--- config.mk ---
export PLATFORM = sky130hd
export DESIGN_NAME = lspExpandTop
export DESIGN_NICKNAME = d
export VERILOG_FILES = /design/src/lspPkg.sv /design/src/lspBasicOps.sv /design/src/lspLoader.sv /design/src/lspScratchRam.sv /design/src/lspExpandFsm.sv /design/src/lspUnloader.sv /design/src/lspExpandTop.sv
export VERILOG_INCLUDE_DIRS = /design/src
export SDC_FILE = /design/constraint.sdc
export NUM_CORES = 1
export LEC_CHECK = 0
export BUFFER_PORTS_ARGS = -buffer_cell sky130_fd_sc_hd__buf_2
export CORE_ASPECT_RATIO = 0.8
export CORE_MARGIN = 3
export CORE_UTILIZATION = 63
export DETAILED_ROUTE_END_ITERATION = 6
export PLACE_DENSITY_LB_ADDON = 0.15
export RECOVER_POWER = 25
export SETUP_SLACK_MARGIN = 0.2
export SYNTH_ARGS = -nofsm -noshare
export SYNTH_HDL_FRONTEND = slang
export SYNTH_HIERARCHICAL = 1
export SYNTH_SLANG_ARGS = --single-unit
--- constraint.sdc ---
create_clock -name clk -period 5.05 [get_ports clk]
set_clock_uncertainty 0.1 [all_clocks]
set_input_delay 0.505 -clock clk [delete_from_list [all_inputs] [get_ports clk]]
set_output_delay 0.505 -clock clk [all_outputs]
set_load 0.005 [all_outputs]
--- src/lsp_config.svh ---
`ifndef LSP_CONFIG_SVH
`define LSP_CONFIG_SVH

////////////////////////////////////////
// LSP vector geometry
////////////////////////////////////////

// Coefficients per LSP vector (G.729 order M)
`define LSP_ORDER 10

// Scratch memory address width, covers 0..LSP_ORDER-1
`define LSP_ADDR_BITS 4

`endif

--- src/lspPkg.sv ---
`default_nettype none
`include "lsp_config.svh"

package lspPkg;

	////////////////////////////////////////
	// Coefficient word
	////////////////////////////////////////

	typedef logic signed [15:0] lspWord_t;	// Q15 LSP coefficient

	////////////////////////////////////////
	// Scratch memory ports
	////////////////////////////////////////

	typedef struct packed
	{
		logic en;
		logic [`LSP_ADDR_BITS-1:0] addr;
		lspWord_t data;
	} ramWrite_t;

	typedef struct packed
	{
		logic en;
		logic [`LSP_ADDR_BITS-1:0] addr;	// Data shows up one cycle later
	} ramRead_t;

	////////////////////////////////////////
	// Basic operator bundle
	////////////////////////////////////////

	typedef struct packed
	{
		lspWord_t subA;	// sub(a, b)
		lspWord_t subB;
		lspWord_t addA;	// add(a, b)
		lspWord_t addB;
		lspWord_t shrValue;	// shr(value, count)
		lspWord_t shrCount;
	} opRequest_t;

	typedef struct packed
	{
		lspWord_t subResult;
		lspWord_t addResult;
		lspWord_t shrResult;
	} opResult_t;

endpackage

`default_nettype wire

--- src/lspBasicOps.sv ---
`timescale 1ns/1ps
`default_nettype none

module lspBasicOps
(
	input wire lspPkg::opRequest_t request,
	output lspPkg::opResult_t result
);
	import lspPkg::*;

	logic signed [16:0] subWide;	// One guard bit above the word
	logic signed [16:0] addWide;
	lspWord_t shrIn;	// Local copy keeps the shift arithmetic

	// Clamp a 17-bit result into the signed 16-bit range
	function automatic lspWord_t saturate(input logic signed [16:0] wide);
		if (wide > 17'sd32767)
			return 16'sh7fff;	// MAX_16
		else if (wide < -17'sd32768)
			return 16'sh8000;	// MIN_16
		else
			return wide[15:0];
	endfunction

	////////////////////////////////////////
	// sub, add and shr operators
	////////////////////////////////////////

	always_comb
	begin
		// Sign-extend both operands before the wide arithmetic
		subWide = {request.subA[15], request.subA} - {request.subB[15], request.subB};
		addWide = {request.addA[15], request.addA} + {request.addB[15], request.addB};
		shrIn = request.shrValue;

		result.subResult = saturate(subWide);
		result.addResult = saturate(addWide);
		result.shrResult = shrIn >>> request.shrCount[3:0];	// Sign fills from the left
	end

	// Only right shifts of 0..15 are ever requested by the FSM
	always_comb
	begin
		shiftRange: assert (request.shrCount >= 16'sd0 && request.shrCount < 16'sd16)
			else $error("lspBasicOps: shift count %0d out of range", request.shrCount);
	end

endmodule

`default_nettype wire

--- src/lspLoader.sv ---
`timescale 1ns/1ps
`default_nettype none
`include "lsp_config.svh"

module lspLoader
(
	input wire logic clk,
	input wire logic reset,
	input wire logic inValid,
	input wire lspPkg::lspWord_t inWord,
	input wire logic busy,
	output lspPkg::ramWrite_t ramWr,
	output logic vectorReady
);
	localparam logic [`LSP_ADDR_BITS-1:0] lastAddr = `LSP_ORDER - 1;

	logic [`LSP_ADDR_BITS-1:0] count;	// Next free slot
	logic accept;
	logic lastWord;

	assign accept = inValid && !busy;	// Drop strobes during expand and unload
	assign lastWord = (count == lastAddr);

	// Accepted word goes straight to the memory on this edge
	always_comb
	begin
		ramWr.en = accept;
		ramWr.addr = count;
		ramWr.data = inWord;
	end

	////////////////////////////////////////
	// Word counter and ready pulse
	////////////////////////////////////////

	always_ff @(posedge clk)
	begin
		if (reset)
		begin
			count <= '0;
			vectorReady <= 1'b0;
		end
		else
		begin
			vectorReady <= accept && lastWord;	// One cycle, right after word 9
			if (accept)
				count <= lastWord ? '0 : count + 1'b1;	// Wrap for the next vector
		end
	end

endmodule

`default_nettype wire

--- src/lspScratchRam.sv ---
`timescale 1ns/1ps
`default_nettype none
`include "lsp_config.svh"

module lspScratchRam
(
	input wire logic clk,
	input wire lspPkg::ramWrite_t loadWr,
	input wire lspPkg::ramWrite_t fsmWr,
	input wire lspPkg::ramRead_t fsmRd,
	input wire lspPkg::ramRead_t unloadRd,
	output lspPkg::lspWord_t readData
);
	import lspPkg::*;

	lspWord_t mem [`LSP_ORDER];	// One LSP vector

	// Phases never overlap, so a simple priority mux is enough
	always_ff @(posedge clk)
	begin
		if (loadWr.en)
			mem[loadWr.addr] <= loadWr.data;
		else if (fsmWr.en)
			mem[fsmWr.addr] <= fsmWr.data;
	end

	always_ff @(posedge clk)
	begin
		if (fsmRd.en)
			readData <= mem[fsmRd.addr];	// Shared registered output
		else if (unloadRd.en)
			readData <= mem[unloadRd.addr];
	end

	////////////////////////////////////////
	// Phase overlap checks
	////////////////////////////////////////

	writeCollision: assert property (@(posedge clk) !(loadWr.en && fsmWr.en))
		else $error("lspScratchRam: loader and FSM write in the same cycle");

	readCollision: assert property (@(posedge clk) !(fsmRd.en && unloadRd.en))
		else $error("lspScratchRam: FSM and unloader read in the same cycle");

endmodule

`default_nettype wire

--- src/lspExpandFsm.sv ---
`timescale 1ns/1ps
`default_nettype none
`include "lsp_config.svh"

module lspExpandFsm
(
	input wire logic clk,
	input wire logic reset,
	input wire logic start,
	input wire logic unloadLast,
	input wire logic [3:0] gap,
	input wire lspPkg::lspWord_t readData,
	input wire lspPkg::opResult_t opResult,
	output lspPkg::ramRead_t ramRd,
	output lspPkg::ramWrite_t ramWr,
	output lspPkg::opRequest_t opRequest,
	output logic expandDone,
	output logic busy
);
	import lspPkg::*;

	typedef enum logic [2:0] {INIT, LOOP, BODY1, BODY2, BODY3, BODY4} fsmState_t;

	fsmState_t state, nextState;
	logic [`LSP_ADDR_BITS-1:0] j, nextJ;	// Loop index 1..LSP_ORDER
	logic shiftDone, nextShiftDone;	// Second half of BODY4
	logic wrPending, nextWrPending;	// buf[j-1] still to be written
	logic busyReg;
	lspWord_t bufPrev, nextPrev;	// buf[j-1]
	lspWord_t bufCur, nextCur;	// buf[j]
	lspWord_t temp, nextTemp;	// diff, then sum, then tmp

	assign busy = busyReg || start;	// High from the ready pulse on

	////////////////////////////////////////
	// Registers
	////////////////////////////////////////

	always_ff @(posedge clk)
	begin
		if (reset)
		begin
			state <= INIT;
			j <= 4'd1;
			shiftDone <= 1'b0;
			wrPending <= 1'b0;
			busyReg <= 1'b0;
		end
		else
		begin
			state <= nextState;
			j <= nextJ;
			shiftDone <= nextShiftDone;
			wrPending <= nextWrPending;
			if (start)
				busyReg <= 1'b1;
			else if (unloadLast)
				busyReg <= 1'b0;	// Released with the last streamed word
		end
	end

	always_ff @(posedge clk)
	begin
		bufPrev <= nextPrev;
		bufCur <= nextCur;
		temp <= nextTemp;
	end

	// Operator inputs come from registers only
	always_comb
	begin
		opRequest = '0;
		case (state)
			BODY2:
			begin
				opRequest.subA = bufPrev;	// diff = sub(buf[j-1], buf[j])
				opRequest.subB = readData;
			end
			BODY3:
			begin
				opRequest.addA = temp;	// add(diff, gap)
				opRequest.addB = {12'd0, gap};
			end
			BODY4:
				if (!shiftDone)
				begin
					opRequest.shrValue = temp;	// tmp = shr(sum, 1)
					opRequest.shrCount = 16'sd1;
				end
				else
				begin
					opRequest.subA = bufPrev;	// buf[j-1] - tmp
					opRequest.subB = temp;
					opRequest.addA = bufCur;	// buf[j] + tmp
					opRequest.addB = temp;
				end
			default: opRequest = '0;
		endcase
	end

	////////////////////////////////////////
	// Next state and memory access
	////////////////////////////////////////

	always_comb
	begin
		nextState = state;
		nextJ = j;
		nextShiftDone = shiftDone;
		nextWrPending = wrPending;
		nextPrev = bufPrev;
		nextCur = bufCur;
		nextTemp = temp;
		ramRd = '0;
		ramWr = '0;
		expandDone = 1'b0;

		case (state)
			INIT:
				if (start)
				begin
					nextJ = 4'd1;
					nextShiftDone = 1'b0;
					nextState = LOOP;
				end
			LOOP:
			begin
				if (wrPending)
				begin
					ramWr.en = 1'b1;	// Deferred buf[j-1] of the previous pair
					ramWr.addr = j - 4'd2;
					ramWr.data = bufPrev;
					nextWrPending = 1'b0;
				end
				if (j >= `LSP_ORDER)
				begin
					expandDone = 1'b1;
					nextState = INIT;
				end
				else
				begin
					ramRd.en = 1'b1;	// Fetch buf[j-1]
					ramRd.addr = j - 4'd1;
					nextState = BODY1;
				end
			end
			BODY1:
			begin
				nextPrev = readData;
				ramRd.en = 1'b1;	// Fetch buf[j]
				ramRd.addr = j;
				nextState = BODY2;
			end
			BODY2:
			begin
				nextCur = readData;
				nextTemp = opResult.subResult;
				nextState = BODY3;
			end
			BODY3:
				// Arithmetic shift keeps the sign so the sum decides
				if (opResult.addResult[15])
				begin
					nextJ = j + 4'd1;	// Pair already far enough apart
					nextState = LOOP;
				end
				else
				begin
					nextTemp = opResult.addResult;
					nextShiftDone = 1'b0;
					nextState = BODY4;
				end
			BODY4:
				if (!shiftDone)
				begin
					nextTemp = opResult.shrResult;	// tmp held for both updates
					nextShiftDone = 1'b1;
				end
				else
				begin
					ramWr.en = 1'b1;	// Write buf[j] now for the next LOOP read
					ramWr.addr = j;
					ramWr.data = opResult.addResult;
					nextPrev = opResult.subResult;	// buf[j-1] written in LOOP
					nextWrPending = 1'b1;
					nextShiftDone = 1'b0;
					nextJ = j + 4'd1;
					nextState = LOOP;
				end
			default: nextState = INIT;
		endcase
	end

	jBound: assert property (@(posedge clk) disable iff (reset) j <= `LSP_ORDER)
		else $error("lspExpandFsm: loop index %0d past the vector", j);

endmodule

`default_nettype wire

--- src/lspUnloader.sv ---
`timescale 1ns/1ps
`default_nettype none
`include "lsp_config.svh"

module lspUnloader
(
	input wire logic clk,
	input wire logic reset,
	input wire logic start,
	input wire lspPkg::lspWord_t readData,
	output lspPkg::ramRead_t ramRd,
	output logic outValid,
	output lspPkg::lspWord_t outWord,
	output logic [`LSP_ADDR_BITS-1:0] outIndex,
	output logic outLast
);
	localparam logic [`LSP_ADDR_BITS-1:0] lastAddr = `LSP_ORDER - 1;

	logic active;	// Reads in flight
	logic [`LSP_ADDR_BITS-1:0] count;

	always_comb
	begin
		ramRd.en = active;
		ramRd.addr = count;
	end

	assign outWord = readData;	// Lines up with outValid

	////////////////////////////////////////
	// Read sequencer
	////////////////////////////////////////

	always_ff @(posedge clk)
	begin
		if (reset)
		begin
			active <= 1'b0;
			count <= '0;
			outValid <= 1'b0;
			outLast <= 1'b0;
		end
		else
		begin
			outValid <= active;	// Data valid one cycle after the read
			outLast <= active && (count == lastAddr);
			if (start)
			begin
				active <= 1'b1;
				count <= '0;
			end
			else if (active)
			begin
				if (count == lastAddr)
					active <= 1'b0;
				count <= (count == lastAddr) ? '0 : count + 1'b1;
			end
		end
	end

	always_ff @(posedge clk)
		outIndex <= count;	// Delayed with the read data

endmodule

`default_nettype wire

--- src/lspExpandTop.sv ---
`timescale 1ns/1ps
`default_nettype none
`include "lsp_config.svh"

module lspExpandTop
(
	input wire logic clk,
	input wire logic reset,
	input wire logic inValid,
	input wire lspPkg::lspWord_t inWord,
	input wire logic [3:0] gap,
	output logic outValid,
	output lspPkg::lspWord_t outWord,
	output logic [`LSP_ADDR_BITS-1:0] outIndex,
	output logic outLast,
	output logic busy
);
	import lspPkg::*;

	ramWrite_t loadWr;	// Loader write port
	ramWrite_t fsmWr;	// FSM write port
	ramRead_t fsmRd;
	ramRead_t unloadRd;
	lspWord_t readData;	// Shared by both readers
	opRequest_t opRequest;
	opResult_t opResult;
	logic vectorReady;
	logic expandDone;

	////////////////////////////////////////
	// Load, expand, unload
	////////////////////////////////////////

	lspLoader i_lspLoader
	(
		.clk(clk),
		.reset(reset),
		.inValid(inValid),
		.inWord(inWord),
		.busy(busy),
		.ramWr(loadWr),
		.vectorReady(vectorReady)
	);

	lspScratchRam i_lspScratchRam
	(
		.clk(clk),
		.loadWr(loadWr),
		.fsmWr(fsmWr),
		.fsmRd(fsmRd),
		.unloadRd(unloadRd),
		.readData(readData)
	);

	lspExpandFsm i_lspExpandFsm
	(
		.clk(clk),
		.reset(reset),
		.start(vectorReady),
		.unloadLast(outLast),	// Ends the busy window
		.gap(gap),
		.readData(readData),
		.opResult(opResult),
		.ramRd(fsmRd),
		.ramWr(fsmWr),
		.opRequest(opRequest),
		.expandDone(expandDone),
		.busy(busy)
	);

	lspBasicOps i_lspBasicOps
	(
		.request(opRequest),
		.result(opResult)
	);

	lspUnloader i_lspUnloader
	(
		.clk(clk),
		.reset(reset),
		.start(expandDone),
		.readData(readData),
		.ramRd(unloadRd),
		.outValid(outValid),
		.outWord(outWord),
		.outIndex(outIndex),
		.outLast(outLast)
	);

endmodule

`default_nettype wire

Word level (Yosys, flattened, before mapping):

Memories as Yosys holds them, arrays and structs flattened. A register that Yosys moved wholly into a read port is not among the register bits.
Cells that the tools add are included.

* $add $sub $neg: 7
* order comparisons: 5
* equality and inequality tests: 12
* shift operators: 1
* mux-type cells: 55
* reduce and logical (&&, ||, !) cells: 20

Operators with widths (number)
* two-way mux 16 bit: 10
* case mux 32 bit (2 select lines): 2
* two-way mux 32 bit: 2
* two-way mux 64 bit: 1
* case mux 16 bit (3 select lines): 1
* two-way mux 21 bit: 2
* case mux 21 bit (2 select lines): 1
* greater-than comparator 17 x 16 -> 1 bit, second input constant: 2
* less-than comparator 17 x 16 -> 1 bit, second input constant: 2
* two-way mux 4 bit: 8
* case mux 16 bit (2 select lines): 1
* case mux 3 bit (6 select lines): 1
* adder 16 x 16 -> 17 bit: 1
* two-way mux 1 bit: 17
* subtractor 16 x 16 -> 17 bit: 1
* OR reduction 16 bit: 1
* >>> shifter 16 x 4 -> 16 bit: 1
* adder 4 x 1 -> 4 bit, second input constant: 3
* case mux 4 bit (3 select lines): 1
* case mux 5 bit (2 select lines): 1
* two-way mux 3 bit: 3
* == test 4 bit, second input constant: 2
* nonzero test 2 bit: 4
* == test 3 x 2 -> 1 bit, second input constant: 2
* other kinds (20): 30

* bits in registers: 90
* RAM bits: 160
* input port bits: 23
* output and inout port bits: 23
* word-level logic and storage cells: 117
* memories kept: 1

Memories
* i_lspScratchRam.mem: depth 10, width 16, read ports 2, clocked after Yosys merged registers in 1, wr ports 1, RTL line lspScratchRam.sv:16 `` lspWord_t mem [`LSP_ORDER]; ``

Longest topological paths before layout:

* depth in word-level cells: 13
* gate-level depth with buffers: 18

Hierarchy:

Netlist, hierarchy kept.

Modules (own cells, without submodules)
* lspScratchRam: instances 1, cells each 508, area each 8370.5 um^2
* lspExpandFsm: instances 1, cells each 360, area each 3749.8 um^2
* lspBasicOps: instances 1, cells each 371, area each 2625.0 um^2
* lspUnloader: instances 1, cells each 49, area each 489.2 um^2
* lspLoader: instances 1, cells each 39, area each 347.8 um^2

Least setup slack after synthesis:

Ideal clock, no wire load.

* kind: register to register
* from: register i_lspExpandFsm.shiftDone
* to: register i_lspExpandFsm.temp[0], enable pin
* arrival: 3.592 ns
* required time: 4.578 ns
* path slack: 0.986 ns
* cell stages (with the launch flop): 18
* period minus slack after synthesis: 4.064 ns
* cell sequence: dfxtp_1 buf_2 and4b_1 clkbuf_1 buf_2 a22o_1 ha_1 inv_1 fa_1 nand2b_1 a21o_1 a211oi_2 o311ai_2 a41oi_4 buf_6 inv_1 nand2b_1 nand2_1

RTL lines
* from (decl): RTL line lspExpandFsm.sv:26 `logic shiftDone, nextShiftDone;`
* from (signal assigned): RTL line lspExpandFsm.sv:53 `shiftDone <= nextShiftDone;`
* to (signal assigned): RTL line lspExpandFsm.sv:66 `temp <= nextTemp;`
* to (decl): RTL line lspExpandFsm.sv:31 `lspWord_t temp, nextTemp;`

==> metrics.md <==
| Metric | Value |
|---|---|
| Status | finished with violations |
| Failing checks | max-capacitance violations, max-slew violations |
| Power per cell area | 264.8 nW/um^2 |
| Wire length on met3 | 4429 um |
| Routed len/inst | 25.02 um |
| DR top layer | met4 |
| Critical path class | reg -> reg |
| Ports | 46 |
| Layout Nets | 1370 |
| Finished Layout Cells | 1637 |
| Die Area | 26520 um^2 |
| Critical Path Sink Type | register |
| TritonRoute pass-1 iters | 6 |
| # DRC | 0 |
| Initial Util | 65.17% |
| FILL cells | 1703 |
| Final setup violation count | 0 |
| Routed via count | 11111 |
| Worst Path Max Fanout | 19 |
| Storage cell area | 7247 um^2 |
| Fin crit share | 91.48% |
| H-tree depth | 1 |
| HPWL Detailed | 27360 um |
| Routed Antenna Nets | 0 |
| Wl on met1 | 17530 um |
| Slowest-stage cell, CP | or2_0 |
| End-of-flow core utilization | 70.44% |
| Worst setup SP type | register |
| RSZ-0062 raised after global routing | false |
| Minimum clock period | 4620 ps |
| Initial antenna violation count | 0 |
| Mean Syn Cell Area | 11.78 um^2 |
| Deepest clock path buffer count | 3 |
| Max-slew violations | 95 |
| Chip width | 181.3 um |
| Area growth, synth to finish | 8.084% |
| Core Region | 23770 um^2 |
| DR iter-0 viols | 1472 |
| Layout cells sized above 1 | 17.89% |
| TritonCTS Buffers | 26 |
| # diodes | 0 |
| Vias in the first global route | 10959 |
| Final hold viol count | 0 |
| Grt ovf | 0 |
| Arr. time, crit path | 4650 ps |
| Area occupied by multi-input gates | 7471 um^2 |
| Routed WL | 40960 um |
| DP Cell Count | 1590 |
| Fmax | 216.5 MHz |
| Synth Instances | 1315 |
| Yosys warning total | 6 |
| # port buffers | 45 |
| Post-Syn Area | 15490 um^2 |
| Clock sinks | 250 |
| Wire length on met2 | 17750 um |
| Leak pwr | 5.717 nW |
| Fin Setup TNS | 0 ps |
| Largest stage delay on the critical path | 1170 ps |
| CTS Hold Bufs | 0 |
| First-pass GRT wire length | 63040 um |
| CTS tree | done |
| GRT Total Usage | 30.48% |
| CP Cell Sequence | buf_4 > nor2b_1 > nand2_1 > a21oi_1 > clkbuf_1 > or2_0 |
| Worst path required time | 5080 ps |
| Number of max-cap violations | 3 |
| Worst slew pin tran | 2832 ps |
| CTS clk-pin slew, worst paths | 60 ps |
| Peak VDD IR | 0.0002943 V |
| WHS | 185.2 ps |
| Commonest cells after routing, fill and taps aside | 224 x edfxtp_1, 136 x mux2i_1, 84 x nand2_1, 58 x a21oi_1, 49 x and2_1 |
| Total power | 4.434 mW |
| Routability cong. | 0.9704 |
| Root Buffer | clkbuf_16 |
| Row count | 50 |
| Slew margin rel. | -89.09% |
| Die Ht | 146.3 um |
| Hold Crit Class | in -> reg |
| Commonest non-fill, non-tap cell in the layout | edfxtp_1 |
| Clock Latency Late Sink | 550 ps |
| Via density | 6.787 |
| Pin count of the biggest net entering global routing | 49 |
-- worst paths after layout --
check | startpoint | endpoint | slack, ps | cells after the start
max reg2reg | i_lspExpandFsm/state[0] | i_lspScratchRam/readData[11] | 430 | 6
min reg2reg | i_lspUnloader/count[2] | i_lspUnloader/outIndex[2] | 360 | 0
max | i_lspExpandFsm/state[0] | i_lspScratchRam/readData[11] | 430 | 6
min | inValid | i_lspLoader/vectorReady | 190 | 3
-- flip-flops by register name, summed over array words and instances, names as in the netlist --
register and count:
i_lspLoader/vectorReady 1, i_lspExpandFsm/j 4, i_lspExpandFsm/wrPending 1, i_lspExpandFsm/bufCur 16, i_lspUnloader/outValid 1, i_lspExpandFsm/state 3
i_lspExpandFsm/temp 16, i_lspExpandFsm/shiftDone 1, i_lspExpandFsm/bufPrev 16, i_lspUnloader/outIndex 4, i_lspExpandFsm/busyReg 1, i_lspUnloader/count 4
i_lspLoader/count 4, i_lspScratchRam/mem 160, i_lspUnloader/outLast 1, i_lspUnloader/active 1, i_lspScratchRam/readData 16
-- where the power goes --
group	leakage, nW	total (mW)	internal (mW)	switching [mW]
logic	3.04	0.149	0.0570	0.0916
registers	2.24	2.29	2.27	0.0136
clock network	0.436	2.00	1.17	0.827
total	5.72	4.43	3.50	0.932
-- repair_timing --
| action | in CTS | in global routing |
|---|---|---|
| resized for setup | 0 | 2 |
| setup buffers | 0 | 1 |
| setup endpoints to repair | 0 | 191 |
-- critical path, delay by kind of cell, from the launching register on --
kind            cells  cell delay (ps)
buf+inv             2             1360
simple gates        3             2060
flops               1              430
compound gates      1              240
-- cell type report --
type | instances | share of cell area [%]
well taps | 312 | 2.331
flip-flops and latches | 250 | 43.28
repair buffers | 88 | 3.280
multi-input cells | 893 | 44.62
clock inverters | 15 | 0.9191
inverters | 48 | 1.076
clock buffers | 31 | 4.498
-- per-stage QoR --
step | setup WS [ps] | cell area, um^2
after floorplan | 986.1 | 15500
after global placement | 435.3 | 15860
after detailed placement | 349.4 | 15860
after CTS | 278.0 | 16760
after global routing | 239.0 | 16740
final | 430.3 | 16740
-- per-layer routing --
layer / up-vias / global-route usage (%)
met5: - / 0
met4: 0 / 9.250
met3: 83 / 5.604
met2: 628 / 44.40
met1: 5427 / 46.77
li1: 4973 / -
Note: power is estimated with default switching activity, not from simulation.
